==> config.mk <==
export PLATFORM = sky130hd
export DESIGN_NAME = booth_mult_top
export DESIGN_NICKNAME = d
export VERILOG_FILES = /design/src/common/booth_pkg.sv /design/src/booth_lane/booth_ctrl.sv /design/src/booth_lane/booth_lane.sv /design/src/hdl/apb_cmd_issue.sv /design/src/hdl/booth_mult_top.sv /design/src/hdl/result_collect.sv
export SDC_FILE = /design/constraint.sdc
export NUM_CORES = 1
export LEC_CHECK = 0
export ABC_AREA = 1
export ABC_CLOCK_PERIOD_IN_PS = 9500
export BUFFER_PORTS_ARGS = -buffer_cell sky130_fd_sc_hd__buf_2
export CAP_MARGIN = 25
export CORE_AREA = 3 3 239 218
export DETAILED_ROUTE_END_ITERATION = 8
export DIE_AREA = 0 0 242 221
export GPL_TIMING_DRIVEN = 0
export PLACE_DENSITY_LB_ADDON = 0.25
export SLEW_MARGIN = 25
export SYNTH_ARGS = -nofsm -noshare
export SYNTH_HDL_FRONTEND = slang
export SYNTH_SLANG_ARGS = --single-unit
export TNS_END_PERCENT = 5
==> constraint.sdc <==
create_clock -name clk -period 9.5 [get_ports clk]
set_input_delay 1.9 -clock clk [delete_from_list [all_inputs] [get_ports clk]]
set_output_delay 1.9 -clock clk [all_outputs]
set_load 0.01 [all_outputs]
==> src/common/booth_pkg.sv <==
package booth_pkg;

    localparam int num_lanes  = 4;
    localparam int lane_bits  = 2;                // Lane index width
    localparam int op_width   = 16;
    localparam int cnt_width  = 5;
    localparam int addr_width = 5;

    // Register map
    localparam logic [addr_width-1:0] status_addr = 5'h10;

    localparam logic [1:0] alu_op_none = 2'b00;
    localparam logic [1:0] alu_op_sub  = 2'b01;
    localparam logic [1:0] alu_op_add  = 2'b10;

    // Booth controller state codes
    localparam logic [1:0] st_idle = 2'b00;
    localparam logic [1:0] st_run  = 2'b01;
    localparam logic [1:0] st_wait = 2'b10;

    // Operand pair on write, product on read
    typedef union packed {
        struct packed {
            logic signed [op_width-1:0] mcand;    // Upper half
            logic signed [op_width-1:0] mplier;   // Lower half
        } operand;
        logic signed [2*op_width-1:0] product;
    } lane_word_u;

endpackage

==> src/booth_lane/booth_ctrl.sv <==
`timescale 1ns/1ns

module booth_ctrl (
    input  logic       clk,
    input  logic       rst_n,
    input  logic       src_valid,
    input  logic       dest_ready,
    input  logic       count_done,      // Last iteration in progress
    input  logic       q0,              // Multiplier LSB
    input  logic       q_1,             // Bit shifted out last step
    output logic       src_ready,
    output logic       dest_valid,
    output logic       load,            // Capture operands, clear accumulator
    output logic       en_acc,          // Add/sub and shift step
    output logic       en_count,
    output logic [1:0] alu_op
);

    import booth_pkg::*;

    logic [1:0] state;
    logic [1:0] next_state;

    always_ff @(posedge clk or negedge rst_n) begin
        if (!rst_n) begin
            state <= st_idle;
        end else begin
            state <= next_state;
        end
    end

    always_comb begin
        next_state = state;
        load       = 1'b0;
        en_acc     = 1'b0;
        en_count   = 1'b0;
        alu_op     = alu_op_none;
        src_ready  = 1'b0;
        dest_valid = 1'b0;

        case (state)
            st_idle: begin
                src_ready = 1'b1;
                if (src_valid) begin
                    load       = 1'b1;
                    next_state = st_run;
                end
            end

            st_run: begin
                en_acc   = 1'b1;
                en_count = !count_done;           // Counter parks on last value
                if (q0 && !q_1) begin
                    alu_op = alu_op_sub;          // Pair 10 starts a run of ones
                end else if (!q0 && q_1) begin
                    alu_op = alu_op_add;          // Pair 01 ends it
                end
                if (count_done) begin
                    next_state = st_wait;
                end
            end

            st_wait: begin
                // Product is held until the collector has room
                dest_valid = 1'b1;
                if (dest_ready) begin
                    next_state = st_idle;
                end
            end

            default: begin
                next_state = st_idle;
            end
        endcase
    end

endmodule

==> src/booth_lane/booth_lane.sv <==
`timescale 1ns/1ns

module booth_lane (
    input  logic                  clk,
    input  logic                  rst_n,
    input  logic                  src_valid,
    input  booth_pkg::lane_word_u src_data,
    input  logic                  dest_ready,
    output logic                  src_ready,
    output logic                  dest_valid,
    output booth_pkg::lane_word_u dest_data
);

    import booth_pkg::*;

    // One guard bit on A and M so that subtracting the most
    // negative multiplicand cannot overflow the accumulator
    logic signed [op_width:0]   acc;
    logic signed [op_width:0]   mcand_q;
    logic signed [op_width:0]   sum;
    logic        [op_width-1:0] mplier_q;         // Q register
    logic                       q_1;
    logic        [cnt_width-1:0] count;

    logic       load;
    logic       en_acc;
    logic       en_count;
    logic       count_done;
    logic [1:0] alu_op;

    booth_ctrl u_ctrl (
        .clk        (clk),
        .rst_n      (rst_n),
        .src_valid  (src_valid),
        .dest_ready (dest_ready),
        .count_done (count_done),
        .q0         (mplier_q[0]),
        .q_1        (q_1),
        .src_ready  (src_ready),
        .dest_valid (dest_valid),
        .load       (load),
        .en_acc     (en_acc),
        .en_count   (en_count),
        .alu_op     (alu_op)
    );

    always_comb begin
        case (alu_op)
            alu_op_sub: sum = acc - mcand_q;
            alu_op_add: sum = acc + mcand_q;
            default:    sum = acc;
        endcase
    end

    always_ff @(posedge clk) begin
        if (load) begin
            acc      <= '0;
            mcand_q  <= {src_data.operand.mcand[op_width-1], src_data.operand.mcand};
            mplier_q <= src_data.operand.mplier;
            q_1      <= 1'b0;
        end else if (en_acc) begin
            // Arithmetic right shift of A:Q:Q_1
            acc      <= {sum[op_width], sum[op_width:1]};
            mplier_q <= {sum[0], mplier_q[op_width-1:1]};
            q_1      <= mplier_q[0];
        end
    end

    always_ff @(posedge clk or negedge rst_n) begin
        if (!rst_n) begin
            count <= '0;
        end else if (load) begin
            count <= '0;
        end else if (en_count) begin
            count <= count + 1'b1;
        end
    end

    assign count_done = (count == cnt_width'(op_width - 1));

    // Guard bit dropped, the product fits in 2*op_width
    always_comb begin
        dest_data.product = {acc[op_width-1:0], mplier_q};
    end

endmodule

==> src/hdl/apb_cmd_issue.sv <==
`timescale 1ns/1ns

module apb_cmd_issue (
    input  logic                              clk,
    input  logic                              rst_n,
    input  logic                              psel,
    input  logic                              penable,
    input  logic                              pwrite,
    input  logic [booth_pkg::addr_width-1:0]  paddr,
    input  logic [31:0]                       pwdata,
    input  logic [booth_pkg::num_lanes-1:0]   src_ready,
    input  logic [booth_pkg::num_lanes-1:0]   slot_full,
    output logic                              pready,
    output logic                              pslverr,
    output logic [booth_pkg::num_lanes-1:0]   src_valid,
    output booth_pkg::lane_word_u             src_data,
    output logic [booth_pkg::lane_bits-1:0]   rd_lane,
    output logic                              rd_take
);

    import booth_pkg::*;

    logic                 setup;
    logic                 access;
    logic                 lane_hit;
    logic [lane_bits-1:0] sel;

    assign setup    = psel && !penable;
    assign access   = psel && penable;
    assign lane_hit = (paddr < status_addr);      // Offsets 0x00 to 0x0C
    assign sel      = paddr[2 +: lane_bits];

    // Decision taken in setup, so the pulse lands in the access phase
    always_ff @(posedge clk or negedge rst_n) begin
        if (!rst_n) begin
            src_valid <= '0;
        end else if (setup && pwrite && lane_hit && src_ready[sel]) begin
            src_valid <= num_lanes'(1) << sel;
        end else begin
            src_valid <= '0;
        end
    end

    always_ff @(posedge clk) begin
        if (setup && pwrite) begin
            src_data <= lane_word_u'(pwdata);
        end
    end

    // A write errors when no pulse was issued for it
    assign pslverr = access && lane_hit && (pwrite ? !src_valid[sel] : !slot_full[sel]);

    assign rd_lane = sel;
    assign rd_take = access && !pwrite && lane_hit && slot_full[sel];
    assign pready  = 1'b1;                        // No wait states

endmodule

==> src/hdl/booth_mult_top.sv <==
`timescale 1ns/1ns

module booth_mult_top (
    input  logic                             clk,
    input  logic                             rst_n,
    input  logic                             psel,
    input  logic                             penable,
    input  logic                             pwrite,
    input  logic [booth_pkg::addr_width-1:0] paddr,
    input  logic [31:0]                      pwdata,
    output logic [31:0]                      prdata,
    output logic                             pready,
    output logic                             pslverr
);

    import booth_pkg::*;

    logic [num_lanes-1:0] src_valid;
    logic [num_lanes-1:0] src_ready;
    lane_word_u           src_data;             // Shared, only one lane gets the pulse
    logic [num_lanes-1:0] dest_valid;
    logic [num_lanes-1:0] dest_ready;
    lane_word_u           dest_data [num_lanes];
    logic [num_lanes-1:0] slot_full;
    logic [lane_bits-1:0] rd_lane;
    logic                 rd_take;

    apb_cmd_issue u_apb (
        .clk       (clk),
        .rst_n     (rst_n),
        .psel      (psel),
        .penable   (penable),
        .pwrite    (pwrite),
        .paddr     (paddr),
        .pwdata    (pwdata),
        .src_ready (src_ready),
        .slot_full (slot_full),
        .pready    (pready),
        .pslverr   (pslverr),
        .src_valid (src_valid),
        .src_data  (src_data),
        .rd_lane   (rd_lane),
        .rd_take   (rd_take)
    );

    for (genvar i = 0; i < num_lanes; i++) begin : g_lane
        booth_lane u_lane (
            .clk        (clk),
            .rst_n      (rst_n),
            .src_valid  (src_valid[i]),
            .src_data   (src_data),
            .dest_ready (dest_ready[i]),
            .src_ready  (src_ready[i]),
            .dest_valid (dest_valid[i]),
            .dest_data  (dest_data[i])
        );
    end

    result_collect u_collect (
        .clk        (clk),
        .rst_n      (rst_n),
        .dest_valid (dest_valid),
        .dest_data  (dest_data),
        .src_ready  (src_ready),
        .rd_lane    (rd_lane),
        .rd_take    (rd_take),
        .paddr      (paddr),
        .dest_ready (dest_ready),
        .slot_full  (slot_full),
        .prdata     (prdata)
    );

endmodule

==> src/hdl/result_collect.sv <==
`timescale 1ns/1ns

module result_collect (
    input  logic                             clk,
    input  logic                             rst_n,
    input  logic [booth_pkg::num_lanes-1:0]  dest_valid,
    input  booth_pkg::lane_word_u            dest_data [booth_pkg::num_lanes],
    input  logic [booth_pkg::num_lanes-1:0]  src_ready,
    input  logic [booth_pkg::lane_bits-1:0]  rd_lane,
    input  logic                             rd_take,
    input  logic [booth_pkg::addr_width-1:0] paddr,
    output logic [booth_pkg::num_lanes-1:0]  dest_ready,
    output logic [booth_pkg::num_lanes-1:0]  slot_full,
    output logic [31:0]                      prdata
);

    import booth_pkg::*;

    lane_word_u           slot_data [num_lanes];
    logic [lane_bits-1:0] sel;

    assign dest_ready = ~slot_full;               // Room whenever the slot is empty
    assign sel        = paddr[2 +: lane_bits];

    for (genvar i = 0; i < num_lanes; i++) begin : g_slot
        always_ff @(posedge clk or negedge rst_n) begin
            if (!rst_n) begin
                slot_full[i] <= 1'b0;
            end else if (dest_valid[i] && dest_ready[i]) begin
                slot_full[i] <= 1'b1;
            end else if (rd_take && (rd_lane == i)) begin
                slot_full[i] <= 1'b0;
            end
        end

        always_ff @(posedge clk) begin
            if (dest_valid[i] && dest_ready[i]) begin
                slot_data[i] <= dest_data[i];
            end
        end
    end

    always_comb begin
        prdata = '0;
        if (paddr == status_addr) begin
            prdata = {{(32 - 2*num_lanes){1'b0}}, slot_full, ~src_ready};
        end else if ((paddr < status_addr) && slot_full[sel]) begin
            prdata = slot_data[sel].product;
        end
    end

endmodule

**After elaboration in Yosys (flattened, before gate mapping)**

Memories as Yosys holds them, arrays and structs flattened.
Cells that the tools add are included.
W data, S select, Z words.

- Register bits after elaboration: 264
- Memory bits (writable): 128
- Input bits: 42
- Word-level logic and storage cells: 246
- Memories: 1

- $add $sub $neg: 12
- Magnitude comparators: 2
- Equal/unequal tests: 36
- Shifts and indexed selects: 1
- Mux-type cells: 98
- Bitwise logic cells: 2
- Reductions and logical operators: 64

Memories:

| memory | words | bits a word | rd ports | clocked after memory_dff | wr ports | line | RTL |
|---|---|---|---|---|---|---|---|
| u_collect.slot_data | 4 | 32 | 1 | 0 | 4 | result_collect.sv:19 | `lane_word_u slot_data [num_lanes];` |

Operator list:

| kind | count |
|---|---|
| $pmux W17 S2 | 4 |
| $mux W16 | 8 |
| $add A16 B16 Y17 | 4 |
| $sub A16 B16 Y17 | 4 |
| $mux W32 | 2 |
| $mux W2 | 24 |
| $mux W1 | 44 |
| $mux W5 | 8 |
| $logic_and A1 B1 Y1 | 27 |
| $pmux W2 S3 | 4 |
| $reduce_bool A2 Y1 | 12 |
| $add A5 B1 Y5 const B | 4 |
| $eq A2 B2 Y1 const B | 10 |
| $eq A5 B4 Y1 const B | 4 |
| $eq A2 B1 Y1 const B | 9 |
| $logic_not A1 Y1 | 16 |
| $ne A2 B2 Y1 const B | 8 |
| $reduce_and A3 Y1 | 4 |
| $logic_not A2 Y1 | 5 |
| $ne A2 B1 Y1 const B | 4 |
| $not A4 Y4 | 2 |
| $bmux W1 S2 | 3 |
| $eq A5 B5 Y1 const B | 1 |
| $lt A5 B5 Y1 const B | 1 |
| other kinds (3) | 3 |

**Depth between registers and ports, before layout**

- Depth after elaboration: 9
- Depth in mapped cells: 26

**Hierarchy**

A second synthesis with hierarchy kept.

- Cell total of the unflattened synthesis: 2,472
- Area, all modules: 21,232.9 um^2

By module, submodules not included:

| module | times used | cells an instance | area an instance (um^2) | seq. area each (um^2) |
|---|---|---|---|---|
| booth_lane at g_lane[1].u_lane ... | 2 | 436 | 3,438.3 | 1,426.4 |
| result_collect | 1 | 524 | 5,594.1 | 3,943.8 |
| booth_lane at g_lane[0].u_lane | 1 | 450 | 3,443.3 | 1,426.4 |
| booth_lane at g_lane[3].u_lane | 1 | 443 | 3,433.3 | 1,426.4 |
| apb_cmd_issue | 1 | 87 | 1,300.0 | 1,061.0 |
| booth_ctrl | 4 | 24 | 146.4 | 50.0 |

**Least setup slack after synthesis**

OpenSTA, ideal clock, no wires.

- Path kind: input -> output
- Start: in paddr[2] in the netlist's numbering
- End: out prdata[21]
- Data arrival time: 2.829 ns
- Required time: 7.600 ns
- Slack: 4.771 ns
- Cell stages on the path: 8
- Buffers on the path: 1
- Cell sequence: nor2_4 > inv_2 > o22ai_2 > inv_2 > o221ai_4 > nand2_4 > buf_6 > a31oi_1

- Longest elaborated chain between the ends: 5
- Elaborated cells on any way between the ends: 8
- Those cells by class: order compare: 1; eq/ne: 1; mux: 4; reduce/logical: 1; memory: 1

Ends and longest elaborated chain:

| what | line | RTL |
|---|---|---|
| start, declared | booth_mult_top.sv:9 | `input logic [booth_pkg::addr_width-1:0] paddr,` |
| parallel branches: the longest is 4 deep, another holds $lt A5 B5 Y1 | -- |  |
| $mux W32 (*) | result_collect.sv:45 | `if (paddr == status_addr) begin` |
| end, declared | booth_mult_top.sv:11 | `output logic [31:0] prdata,` |

Mark *: on every way between the ends. The select of a mux whose other input is x is not followed.

**Worst setup path in the final report**

- Start: in paddr[2] in the netlist's numbering
- End: out prdata[17]

The elaborated chain is that of the path after synthesis.

==> reports/qor.yml <==
ys_ff_latch: 392
cts_buffers: 43
part_of_the_cycle_the_worst_path_needs: 0.613
tritoncts: "built"
setup_viol_count_final: 0
floorplan.io_pins: 76
leakage_uw: 0.00956
power.switching_uw: 2230
fp.dieArea_um2: 53500
yosysTopAreaCell: "edfxtp_1"
floorplan.core_area_um2: 50000
cap_violations: 0
xor_xnor_fraction_of_synth_area: 0.0375
cts-root-to-sink-buffers: 3
post_cts_setup_repair_bufs: 0
path_class: "in -> out"
cts-htree-levels: 2
synth_top_family_by_area: "simple AND/OR/NAND/NOR gates"
synth.top_cells.by_area: "edfxtp_1 (44%), nand2_1 (9.6%), dfxtp_1 (6.8%), ha_1 (5.3%), o21ai_0 (4.7%)"
timing.final.crit_period_ns: 5.82
p_int_uw: 3890
postCtsResizedCells: 0
worst_ep_required_time_ns: 7.60
synth.avg_cell_area_um2: 9.33
via_count: 15300
clk-insertion-delay-late_ns: 0.57
achievable-frequency_mhz: 172
hold_path.class: "reg -> reg"
layout.cell_area.non_filler_um2: 22600
fin_worst_skew_ns: 0.0182
final_hold_fails: 0
io_buffer_count: 74
area_fraction_in_compound_gates_after_synthesis: 0.124
peakVddDrop_v: 0.000127
worst_slew_margin_rel: 0.393
cp_data_arrival_time_ns: 3.92
clk_pin_slew_worst_paths_ns: 0.06
synth_nets: 2260
antenna_found_initial: 1
cts.sinks: 392
sequentialPowerShare: 0.419
worst_pin_slew_ns: 0.911
syn-cell-area_um2: 19900
worstPathMaxFanout: 10
clock_power_share: 0.270
fin_tns_setup_ns: 0
ys_warn_count: 0
gate_count_of_the_mapped_netlist: 2130
globalplace.congestion: 0.905
grt_util_all_layers: 0.206
postPlaceCellArea_um2: 21200
dpl.hpwl_mm: 42.5
largest_net_degree_at_the_start_of_global_routing: 37
number_of_global_route_vias_before_repair: 14500
maxSlewViolCount: 0
outcome: "completed"
drt-vias-per-instance: 5.16
gr-total-overflow: 0
wl_per_cell_um: 18.8
fp.dieH_um: 221
dieWidth_um: 242
finalNetCount: 2382
grt_setup_unrepaired: "false"
synth_cell_types: 51
combinationalPowerShare: 0.311
hold_slack_final_ns: 0.445
synth_area_in_adders: 0.0569
cts_hold_repair.buffers: 0
netSwitchingFraction: 0.365
drive_gt1_frac: 0.0910
global_route_wire_length_before_repair_mm: 85.1
cts.root.buffer_cell: "clkbuf_16"
final_antenna_net_count: 0
synth.yosys.seq_area_share: 0.549
route.final.wire_length_mm: 55.8
synth_top_area_share: 0.435
timing.critical_path.to_type: "primary output"
final-instance-count-excl-fill: 2968
critPathLaunchType: "input pin"
drt_iter0_drc: 1328
pwr_density_cell_nw_per_um2: 271
layout_area_growth_over_synthesis_pct: 13.6
detail_route.drc_violations: 0
post_synth_and_or_nand_nor_area_fraction: 0.175
synth.mux.area_fraction: 0
place.detailed.instances: 2887
count_of_tritonroute_iterations_in_the_first_routing_pass: 5
initial_core_util: 0.398
row_count: 78
-- flip-flops by register name, indices dropped and copies added (netlist names) --
register / cells
u_apb.src_valid: 4
g_lane.u_lane.u_ctrl.state: 8
g_lane.u_lane.mplier_q: 64
g_lane.u_lane.count: 20
g_lane.u_lane.mcand_q: 64
g_lane.u_lane.q_1: 4
u_apb.src_data: 32
g_lane.u_lane.acc: 64
u_collect.slot_data: 128
u_collect.slot_full: 4
-- worst paths after layout --
path,depth (start not counted),endpoint,start,slack [ns]
min,0,u_collect.slot_data[3][10],g_lane[3].u_lane.mplier_q[10],0.44
min reg2reg,0,u_collect.slot_data[3][10],g_lane[3].u_lane.mplier_q[10],0.44
max in group asynchronous,1,g_lane[1].u_lane.count[1],rst_n,7.46
min in group asynchronous,1,g_lane[3].u_lane.count[0],rst_n,1.45
max,6,prdata[17],paddr[2],3.68
max reg2reg,19,g_lane[1].u_lane.acc[9],g_lane[1].u_lane.u_ctrl.state[0],5.39
-- through the flow --
step	power, uW	setup WS (ns)	util
floorplan	3870	4.77	-
global placement	4430	3.73	0.422
detailed placement	4490	3.75	0.424
CTS	6150	3.74	0.452
global route	6530	3.65	0.452
finish	6120	3.68	0.452
-- worst max-delay path: stages --
cell and delay [ns]:
buf_2 0.13, nor2_4 0.30, clkbuf_1 0.64, a22oi_1 0.26, a31oi_1 0.45, buf_2 0.23
-- per-layer routing --
metal | GRT usage | up-vias | routed length, um
met5 | 0 | - | 0
met3 | 0.0356 | 66 | 3980
met4 | 0.0620 | 0 | 1280
met2 | 0.321 | 439 | 25000
met1 | 0.294 | 7336 | 25600
li1 | - | 7487 | -
-- Yosys cell counts (all sizes together) --
library cell and instances:
a21oi 119, buf 27, nor3 18, o21a 3, edfxtp 288, o211ai 4
o21bai 14, and2 4, a31oi 29, fa 4, dfrtp 36, o21ai 195
nand3b 3, o2bb2ai 1, dfxtp 68, o22ai 7, inv 237, clkbuf 27
o31ai 11, clkinv 1, o221ai 1, nand2 509, a22oi 36, nand3 94
xor2 64, ha 84, or2 4, conb 1, a21boi 2, a21o 7
nor4 2, nand4 7, xnor2 21, a22o 3, nor2 199
-- cells by family (layout without fill, tap and decap cells) --
group,Yosys count,count (layout)
AND/OR/NAND/NOR,840,840
AO/OA/AOI/OAI,432,432
flip-flops,392,392
buffers and inverters,292,448
adder cells (fa/ha/maj),88,88
XOR/XNOR,85,85
other,1,3
-- final cells by class --
cell class | instances | area (um^2)
clock inverter | 14 | 150
buffer | 54 | 248
sequential | 392 | 10900
inverter | 238 | 893
clock buffer | 65 | 1240
tap | 680 | 851
multi-input combinational | 1446 | 7830
antenna | 2 | 5.00
fill | 4832 | 27400
timing repair buffer | 77 | 445
-- power by group through the flow --
stage	clock (uW)	combinational (uW)	sequential (uW)
after floorplan	0	1410	2460
after detailed placement	0	1890	2600
after global routing	1760	2170	2600
after global placement	0	1850	2590
after CTS	1690	1900	2560
final	1650	1900	2570
-- cells in the final DEF (no fill, tap or decap), drive strengths merged, types with 7 or more instances in the layout --
cell / synthesis / routed
nand3: 94 / 94
nor2: 199 / 199
o21bai: 14 / 14
a21o: 7 / 7
nand2: 509 / 509
xnor2: 21 / 21
a31oi: 29 / 29
a21oi: 119 / 119
xor2: 64 / 64
edfxtp: 288 / 288
dfxtp: 68 / 68
ha: 84 / 84
o21ai: 195 / 195
o22ai: 7 / 7
dfrtp: 36 / 36
inv: 237 / 241
clkbuf: 27 / 92
a22oi: 36 / 36
nor3: 18 / 18
clkinv: 1 / 7
nand4: 7 / 7
buf: 27 / 104
o31ai: 11 / 11
No activity file was read; power rests on OpenSTA's default activity.
